`config.mk`:
```
export PLATFORM = sky130hd
export DESIGN_NAME = enqueue_agent
export DESIGN_NICKNAME = d
export VERILOG_FILES = /design/src/eq_pkg.sv /design/src/enqueue_agent.sv /design/src/eq_agent_fsm.sv /design/src/eq_drop_stats.sv /design/src/eq_port_decode.sv
export SDC_FILE = /design/constraint.sdc
export NUM_CORES = 2
export LEC_CHECK = 0
export ABC_AREA = 1
export BUFFER_PORTS_ARGS = -buffer_cell sky130_fd_sc_hd__clkbuf_2
export CORE_MARGIN = 2
export CORE_UTILIZATION = 45
export DETAILED_ROUTE_END_ITERATION = 16
export PLACE_DENSITY = 0.61
export SYNTH_ARGS = -nofsm -noshare
export SYNTH_HDL_FRONTEND = slang
export SYNTH_HIERARCHICAL = 1
export SYNTH_SLANG_ARGS = --single-unit
export TNS_END_PERCENT = 5
```
`constraint.sdc`:
```
create_clock -name axis_aclk -period 4.5 [get_ports axis_aclk]
set_input_delay 0.225 -clock axis_aclk [delete_from_list [all_inputs] [get_ports axis_aclk]]
set_output_delay 0.225 -clock axis_aclk [all_outputs]
set_load 0.02 [all_outputs]
```
`src/eq_pkg.sv`:
```
package eq_pkg;

    ////////////////////////////////////////
    // queue and index sizing
    ////////////////////////////////////////

    // four NF queues plus the CPU queue
    localparam int QUEUE_NUM = 5;

    // bits needed to index a queue or a source row
    localparam int IDX_W = 3;

    ////////////////////////////////////////
    // metadata layout
    ////////////////////////////////////////

    // full sume metadata width
    localparam int TUSER_W = 128;

    // src and dst are interleaved one-hot fields
    // {DMA, NF3, DMA, NF2, DMA, NF1, DMA, NF0}
    localparam int FIELD_W = 8;
    localparam int SRC_POS = 16;
    localparam int DST_POS = 24;

    // only the low bit of the drop byte is used
    localparam int DROP_POS = 32;

    ////////////////////////////////////////
    // cpu read port
    ////////////////////////////////////////

    localparam int AXI_DATA_W = 32;
    localparam int AXI_ADDR_W = 8;

    // address is {src nibble, dst nibble}
    localparam int ADDR_NIB_W = 4;

    ////////////////////////////////////////
    // shared types
    ////////////////////////////////////////

    // one bit per output queue
    typedef logic [QUEUE_NUM-1:0] port_mask_t;

    // queue or source index
    typedef logic [IDX_W-1:0] port_idx_t;

    // drop counter, wraps on overflow
    typedef logic [AXI_DATA_W-1:0] cnt_t;

    // CPU queue also takes every DMA bit and unknown sources
    localparam port_idx_t CPU_PORT = 3'd4;

    // enqueue agent states
    typedef enum logic [1:0]
    {
        IDLE           = 2'd0,
        ENQUEUE_SOP    = 2'd1,
        ENQUEUE_REMAIN = 2'd2,
        DROP           = 2'd3
    } eq_state_e;

endpackage

```
`src/enqueue_agent.sv`:
```
module enqueue_agent
    import eq_pkg::*;
(
    input  logic                  axis_aclk,
    input  logic                  axis_resetn,

    // packet beats from the pipeline
    input  logic                  s_axis_tvalid,
    input  logic                  s_axis_tlast,
    input  logic                  s_axis_tpifo_valid,
    input  logic [TUSER_W-1:0]    s_axis_tuser,
    output logic                  s_axis_tready,

    // per queue status
    input  port_mask_t            s_axis_buffer_almost_full,
    input  port_mask_t            s_axis_pifo_full,

    // per queue controls
    output port_mask_t            m_axis_ctl_pifo_in_en,
    output port_mask_t            m_axis_ctl_buffer_wr_en,

    // cpu drop counter reads
    input  logic [AXI_ADDR_W-1:0] s_axi_addr,
    input  logic                  s_axi_req_valid,
    output cnt_t                  m_axi_data,
    output logic                  m_axi_resp_valid
);

    port_mask_t dst_mask;
    port_mask_t ready_mask;
    port_idx_t  src_idx;
    logic       drop_req;
    logic       drop_event;

    ////////////////////////////////////////
    // metadata decode
    ////////////////////////////////////////

    eq_port_decode i_port_decode
    (
        .tuser              (s_axis_tuser),
        .buffer_almost_full (s_axis_buffer_almost_full),
        .pifo_full          (s_axis_pifo_full),
        .dst_mask           (dst_mask),
        .ready_mask         (ready_mask),
        .src_idx            (src_idx),
        .drop_req           (drop_req)
    );

    ////////////////////////////////////////
    // enqueue / drop control
    ////////////////////////////////////////

    eq_agent_fsm i_agent_fsm
    (
        .axis_aclk    (axis_aclk),
        .axis_resetn  (axis_resetn),
        .tvalid       (s_axis_tvalid),
        .tlast        (s_axis_tlast),
        .tpifo_valid  (s_axis_tpifo_valid),
        .drop_req     (drop_req),
        .ready_mask   (ready_mask),
        .tready       (s_axis_tready),
        .pifo_in_en   (m_axis_ctl_pifo_in_en),
        .buffer_wr_en (m_axis_ctl_buffer_wr_en),
        .drop_event   (drop_event)
    );

    ////////////////////////////////////////
    // drop statistics
    ////////////////////////////////////////

    eq_drop_stats i_drop_stats
    (
        .axis_aclk      (axis_aclk),
        .axis_resetn    (axis_resetn),
        .drop_event     (drop_event),
        .dst_mask       (dst_mask),
        .src_idx        (src_idx),
        .axi_addr       (s_axi_addr),
        .axi_req_valid  (s_axi_req_valid),
        .axi_data       (m_axi_data),
        .axi_resp_valid (m_axi_resp_valid)
    );

endmodule

```
`src/eq_agent_fsm.sv`:
```
module eq_agent_fsm
    import eq_pkg::*;
(
    input  logic       axis_aclk,
    input  logic       axis_resetn,
    input  logic       tvalid,
    input  logic       tlast,
    input  logic       tpifo_valid,
    input  logic       drop_req,
    input  port_mask_t ready_mask,
    output logic       tready,
    output port_mask_t pifo_in_en,
    output port_mask_t buffer_wr_en,
    output logic       drop_event
);

    eq_state_e  state;
    eq_state_e  state_next;
    logic       tready_next;
    port_mask_t pifo_in_en_next;
    port_mask_t buffer_wr_en_next;
    logic       no_queue_free;

    ////////////////////////////////////////
    // drop decision
    ////////////////////////////////////////

    assign no_queue_free = (ready_mask == '0);

    // taken once per packet, on the first valid beat seen in IDLE
    assign drop_event = (state == IDLE) && tvalid &&
                        (drop_req || !tpifo_valid || no_queue_free);

    ////////////////////////////////////////
    // next state and enables
    ////////////////////////////////////////

    always_comb
    begin
        state_next        = state;
        pifo_in_en_next   = pifo_in_en;
        buffer_wr_en_next = buffer_wr_en;

        // ready follows any active state by one cycle
        tready_next = (state != IDLE);

        case (state)
            IDLE:
            begin
                pifo_in_en_next   = '0;
                buffer_wr_en_next = '0;
                if (tvalid)
                begin
                    if (drop_event)
                    begin
                        state_next = DROP;
                    end
                    else
                    begin
                        state_next = ENQUEUE_SOP;
                    end
                end
            end

            // metadata still stable here, sample free queues once
            ENQUEUE_SOP:
            begin
                pifo_in_en_next   = ready_mask;
                buffer_wr_en_next = ready_mask;
                state_next        = ENQUEUE_REMAIN;
            end

            ENQUEUE_REMAIN:
            begin
                // single insert per packet
                pifo_in_en_next = '0;
                if (tlast)
                begin
                    buffer_wr_en_next = '0;
                    state_next        = IDLE;
                end
            end

            DROP:
            begin
                // swallow beats until eop, enables stay low
                if (tlast)
                begin
                    state_next = IDLE;
                end
            end

            default:
            begin
                state_next = IDLE;
            end
        endcase
    end

    ////////////////////////////////////////
    // registers
    ////////////////////////////////////////

    always_ff @(posedge axis_aclk)
    begin
        if (!axis_resetn)
        begin
            state        <= IDLE;
            tready       <= 1'b0;
            pifo_in_en   <= '0;
            buffer_wr_en <= '0;
        end
        else
        begin
            state        <= state_next;
            tready       <= tready_next;
            pifo_in_en   <= pifo_in_en_next;
            buffer_wr_en <= buffer_wr_en_next;
        end
    end

endmodule

```
`src/eq_drop_stats.sv`:
```
module eq_drop_stats
    import eq_pkg::*;
(
    input  logic                  axis_aclk,
    input  logic                  axis_resetn,
    input  logic                  drop_event,
    input  port_mask_t            dst_mask,
    input  port_idx_t             src_idx,
    input  logic [AXI_ADDR_W-1:0] axi_addr,
    input  logic                  axi_req_valid,
    output cnt_t                  axi_data,
    output logic                  axi_resp_valid
);

    // cnt[dst][src] counts drops headed to dst that came from src
    cnt_t cnt [QUEUE_NUM][QUEUE_NUM];

    logic [ADDR_NIB_W-1:0] addr_src;
    logic [ADDR_NIB_W-1:0] addr_dst;
    port_idx_t             rd_dst;
    cnt_t                  rd_data;

    ////////////////////////////////////////
    // drop counters
    ////////////////////////////////////////

    always_ff @(posedge axis_aclk)
    begin
        if (!axis_resetn)
        begin
            for (int d = 0; d < QUEUE_NUM; d++)
            begin
                for (int s = 0; s < QUEUE_NUM; s++)
                begin
                    cnt[d][s] <= '0;
                end
            end
        end
        else if (drop_event)
        begin
            // multicast drop bumps every named destination
            for (int d = 0; d < QUEUE_NUM; d++)
            begin
                if (dst_mask[d])
                begin
                    cnt[d][src_idx] <= cnt[d][src_idx] + 1'b1;
                end
            end
        end
    end

    ////////////////////////////////////////
    // cpu read mux
    ////////////////////////////////////////

    assign addr_src = axi_addr[AXI_ADDR_W-1 -: ADDR_NIB_W];
    assign addr_dst = axi_addr[ADDR_NIB_W-1:0];

    // dst nibble 4 and up all land on the cpu queue
    assign rd_dst = (addr_dst >= CPU_PORT) ? CPU_PORT : addr_dst[IDX_W-1:0];

    always_comb
    begin
        rd_data = '0;
        // no row past the cpu source, read as zero
        if (addr_src <= CPU_PORT)
        begin
            rd_data = cnt[rd_dst][addr_src[IDX_W-1:0]];
        end
    end

    // response one cycle after request, data sampled every cycle
    always_ff @(posedge axis_aclk)
    begin
        if (!axis_resetn)
        begin
            axi_data       <= '0;
            axi_resp_valid <= 1'b0;
        end
        else
        begin
            axi_data       <= rd_data;
            axi_resp_valid <= axi_req_valid;
        end
    end

endmodule

```
`src/eq_port_decode.sv`:
```
module eq_port_decode
    import eq_pkg::*;
(
    input  logic [TUSER_W-1:0] tuser,
    input  port_mask_t         buffer_almost_full,
    input  port_mask_t         pifo_full,
    output port_mask_t         dst_mask,
    output port_mask_t         ready_mask,
    output port_idx_t          src_idx,
    output logic               drop_req
);

    logic [FIELD_W-1:0] dst_field;
    logic [FIELD_W-1:0] src_field;
    logic               dma_any;

    assign dst_field = tuser[DST_POS +: FIELD_W];
    assign src_field = tuser[SRC_POS +: FIELD_W];

    ////////////////////////////////////////
    // destination decode
    ////////////////////////////////////////

    // odd bits are DMA, all of them fold onto the cpu queue
    assign dma_any = dst_field[1] | dst_field[3] | dst_field[5] | dst_field[7];

    always_comb
    begin
        dst_mask           = '0;
        dst_mask[0]        = dst_field[0];
        dst_mask[1]        = dst_field[2];
        dst_mask[2]        = dst_field[4];
        dst_mask[3]        = dst_field[6];
        dst_mask[CPU_PORT] = dma_any;
    end

    // drop queues that cannot take another packet
    assign ready_mask = dst_mask & ~buffer_almost_full & ~pifo_full;

    ////////////////////////////////////////
    // source row and drop bit
    ////////////////////////////////////////

    always_comb
    begin
        case (src_field)
            8'h01:   src_idx = 3'd0;
            8'h04:   src_idx = 3'd1;
            8'h10:   src_idx = 3'd2;
            8'h40:   src_idx = 3'd3;
            // dma and anything unexpected
            default: src_idx = CPU_PORT;
        endcase
    end

    assign drop_req = tuser[DROP_POS];

endmodule

```
==> results.sh <==
export IMPL_run_status="finished, final reports clean"
export IMPL_reg2reg_slack_ps=1550
export IMPL_route_detailed_drc=0
export IMPL_finish_net_count=7155
export IMPL_pwr_density_cell_nw_per_um2=336
export IMPL_cp_slowest_stage_delay_ps=560
export IMPL_portBuffers=84
export IMPL_layout_worst_path_cycle_share_pct=77.0
export IMPL_synth_yosys_seq_area_share_pct=47.9
export IMPL_worst_pin_slew_ps=1190
export IMPL_cts_path_max_buffers=3
export IMPL_post_cts_resize_count=0
export IMPL_post_route_cells_drive_above_1_share_pct=8.07
export IMPL_gp_routability_congestion=1.08
export IMPL_synth_top_cells_by_count="nand2_1 (2384), nor2_1 (1351), edfxtp_1 (800)"
export IMPL_post_synth_top_area_fraction_pct=46.1
export IMPL_critical_path_reg2reg_endpoint="i_drop_stats/cnt[2][108]"
export IMPL_regToRegStartpoint="i_drop_stats/cnt[2][128]"
export IMPL_wire_per_inst_microns=27.3
export IMPL_clock_tree_root_cell="clkbuf_16"
export IMPL_timing_critical_path_fanout_max=29
export IMPL_cts_made_buffers=96
export IMPL_path_common_cell="nand2_1"
export IMPL_mappedNetlistArea_sq_um=52100
export IMPL_totalNegativeSetupSlack_ps=0
export IMPL_yosys_cell_types_count=48
export IMPL_yosys_warn_count=6
export IMPL_fmaxAchievable_ghz=0.289
export IMPL_drt_iter0_markers=8194
export IMPL_synthMostInstantiatedCell="nand2_1"
export IMPL_timing_setup_critical_path_class="primary input to register"
export IMPL_power_net_switching_uw=5270
export IMPL_fillerInstances=11200
export IMPL_fp_dieArea_sq_um=119000
export IMPL_fp_row_count=124
export IMPL_cap_viol_max_count=0
export IMPL_sequentialPowerShare_pct=47.0
export IMPL_htree_num_levels=3
export IMPL_grtUsageTotal_pct=38.9
export IMPL_final_setup_viol_count=0
export IMPL_insertion_delay_ps=710
export IMPL_gr_total_overflow=0
export IMPL_synthDominantAreaCellType="edfxtp_1"
export IMPL_post_place_cells=8396
export IMPL_hold_viol_final=0
export IMPL_via_count_of_the_first_global_routing_pass=46900
export IMPL_slew_viol_final=0
export IMPL_clkSlewWorstSetupHoldPaths_ps=50
export IMPL_slew_margin_rel_pct=19.6
export IMPL_ant_nets=0
export IMPL_cp_num_cells=18
export IMPL_combinationalPowerShare_pct=11.0
export IMPL_internal_power_uw=14100
export IMPL_largest_net_degree_at_the_start_of_global_routing=153
export IMPL_worstHoldPathCells=7
export IMPL_skew_final_ps=26.8
export IMPL_edff_count_synth=800
export IMPL_area_of_all_sequential_standard_cells_sq_um=24900
export IMPL_synth_area_leaders="edfxtp_1 (46%), nand2_1 (17%), nor2_1 (9.7%)"
export IMPL_grt_first_pass_wirelength_microns=330000
export IMPL_min_from="s_axis_pifo_full[4]"
export IMPL_vdd_ir_drop_worst_mv=0.327
export IMPL_pwr_share_clk_pct=41.9
export IMPL_floorplan_initialDensity_pct=45.5
export IMPL_cp_data_arrival_time_ps=3880
export IMPL_synthesis_nets=7190
export IMPL_finalNonFillerCells=8592
export IMPL_synth_main_ff_cell="edfxtp_1"
export IMPL_power_leakage_uw=0.0232
export IMPL_dpl_hpwl_microns=159000
export IMPL_syn_inst=7033
export IMPL_critPathLaunchType="primary input"
export IMPL_tritoncts_num_sinks=846
export IMPL_asyncSetResetFlopFracSynth_pct=0
export IMPL_drtPass1Iterations=9
export IMPL_fin_ws_ps=1040
export IMPL_cts_tree="done"
export IMPL_routed_via_density=6.03
export IMPL_synth_avg_cell_area_sq_um=7.41
export IMPL_io_pin_count=196
export IMPL_post_cts_setup_buffer_count=0
export IMPL_worstPathCellList="clkbuf_2 > inv_1 > nand2_1 > nor2_2 > nand2_1 > nand2_8 > inv_6 > nand2_2 > nor2_4 > buf_4 > nand2_1 > nand2_1 > nor2_1 > nor2_1 > nand2_1 > nor2_1 > xor2_1 > nor2_1"
export IMPL_cts_hold_fix_buffers=16
export IMPL_critPathSlowestCell="buf_4"
export IMPL_vias_after_detailed_routing=51800
export IMPL_die_w_microns=344
export IMPL_number_of_register_bits_inferred_by_synthesis=846
export IMPL_worst_hold_path_type="primary input to register"
export IMPL_hold_path_endpoint="i_agent_fsm/state[1]"
export IMPL_floorplan_core_area_sq_um=115000
export IMPL_antenna_violations_before_repair=14
export IMPL_area_delta_synth_final_pct=10.6
export IMPL_rsz0062_at_grt="false"
export IMPL_cp_top_family="simple AND/OR/NAND/NOR gates"
export IMPL_multi_input_area_sq_um=23700
export IMPL_critical_path_endpoint_category="register"
export IMPL_dpl_worst_slack_ps=530
export IMPL_finalCriticalPeriod_ps=3460
export IMPL_die_height_microns=344
export IMPL_r2r_cells=11
export IMPL_netSwitchingFraction_pct=27.2
export IMPL_worstPathBufferInverterCount=4
export IMPL_required_time_at_the_worst_slack_endpoint_ps=4920
export IMPL_drt_wl_total_microns=234000
==> power by group through the flow <==
stage,Clock [uW],Combinational (uW),Sequential [uW]
3_3_place_gp,0,2030,9250
4_1_cts,8140,2060,9090
2_1_floorplan,0,1210,9200
3_5_place_dp,0,2040,9260
5_1_grt,8430,2270,9130
6_report,8120,2140,9110
==> sequential cells by signal (all words and copies together) (netlist names) <==
register / cells
i_agent_fsm/buffer_wr_en: 5
i_drop_stats/cnt: 800
i_agent_fsm/tready: 1
i_drop_stats/axi_resp_valid: 1
i_agent_fsm/state: 2
i_agent_fsm/pifo_in_en: 5
i_drop_stats/axi_data: 32
==> cells by family (layout without fill, tap and decap cells) <==
kind of cell             after synthesis  count (layout)  share of synthesized area (%)
AO/OA/AOI/OAI                        908             908                           9.52
XOR/XNOR                              71              71                           1.39
adder cells (fa/ha/maj)                5               5                          0.120
buffers and inverters                804             847                           6.89
flip-flops                           846             846                           47.9
other                                  0               4                              0
AND/OR/NAND/NOR                     4399            4399                           34.2
==> cells in the final DEF (no fill, tap or decap), types with 18 or more instances in the layout <==
| cell type | instances |
|---|---|
| o21ai_0 | 313 |
| nand2_1 | 2360 |
| inv_1 | 345 |
| nor2_1 | 1349 |
| clkbuf_2 | 82 |
| nor2_2 | 25 |
| o22ai_1 | 19 |
| o211ai_1 | 69 |
| buf_4 | 174 |
| xor2_1 | 49 |
| buf_12 | 30 |
| a21oi_1 | 435 |
| edfxtp_1 | 800 |
| o221ai_1 | 21 |
| nand3_1 | 392 |
| inv_2 | 18 |
| dfxtp_1 | 46 |
| a22o_1 | 20 |
| nand4_1 | 184 |
| nor2_4 | 18 |
| clkinv_2 | 20 |
| clkbuf_16 | 107 |
| nand2_2 | 32 |
==> worst reg2reg max path, cell delays in order, from the launching register on <==
cell	delay (ps)
edfxtp_1	430
inv_1	50
o21ai_0	290
nor2_1	200
inv_2	160
ha_1	260
nand3_2	220
inv_1	130
nand2_1	60
nor2_1	410
xor2_1	390
nor2_1	80
==> layout make-up <==
class                   instances  share of cell area [%]
diodes                          4                  0.0174
clock buffers                 132                    4.96
clock inverters                44                   0.584
inverters                     369                    2.46
multi-input cells            5383                    41.1
flip-flops and latches        846                    43.3
well taps                    1512                    3.28
repair buffers                302                    4.30
==> per-stage QoR <==
step	cell area, sq um	util, %	power, uW	hold slack, ps
3_3_place_gp	54300	47.3	11300	414
4_1_cts	57600	50.3	19300	43.2
2_1_floorplan	52100	-	10400	323
3_5_place_dp	54300	47.3	11300	420
6_report	57600	50.3	19400	63.0
5_1_grt	57600	50.3	19800	138
==> worst max path at each step <==
stage | startpoint | slack [ps] | end
after global placement | s_axis_tuser[21] | 600 | i_drop_stats/cnt[4][84]
final | s_axis_tuser[18] | 1040 | i_drop_stats/cnt[2][108]
after CTS | s_axis_tuser[18] | 1280 | i_drop_stats/cnt[2][108]
after global routing | s_axis_tuser[18] | 850 | i_drop_stats/cnt[2][76]
after floorplan | s_axis_tuser[19] | 1610 | i_drop_stats/cnt[0][0]
after detailed placement | s_axis_tuser[18] | 530 | i_drop_stats/cnt[2][108]
==> per-layer routing <==
metal	wire length, microns	share of wire (%)	up-vias	GRT usage, %
met4	13600	5.8	18	19.1
met3	34100	15	680	12.9
met1	87300	37	24300	50.9
li1	-	-	23100	-
met5	185	0.079	-	0
met2	99000	42	3723	57.6
No activity file was read; power rests on OpenSTA's default activity.
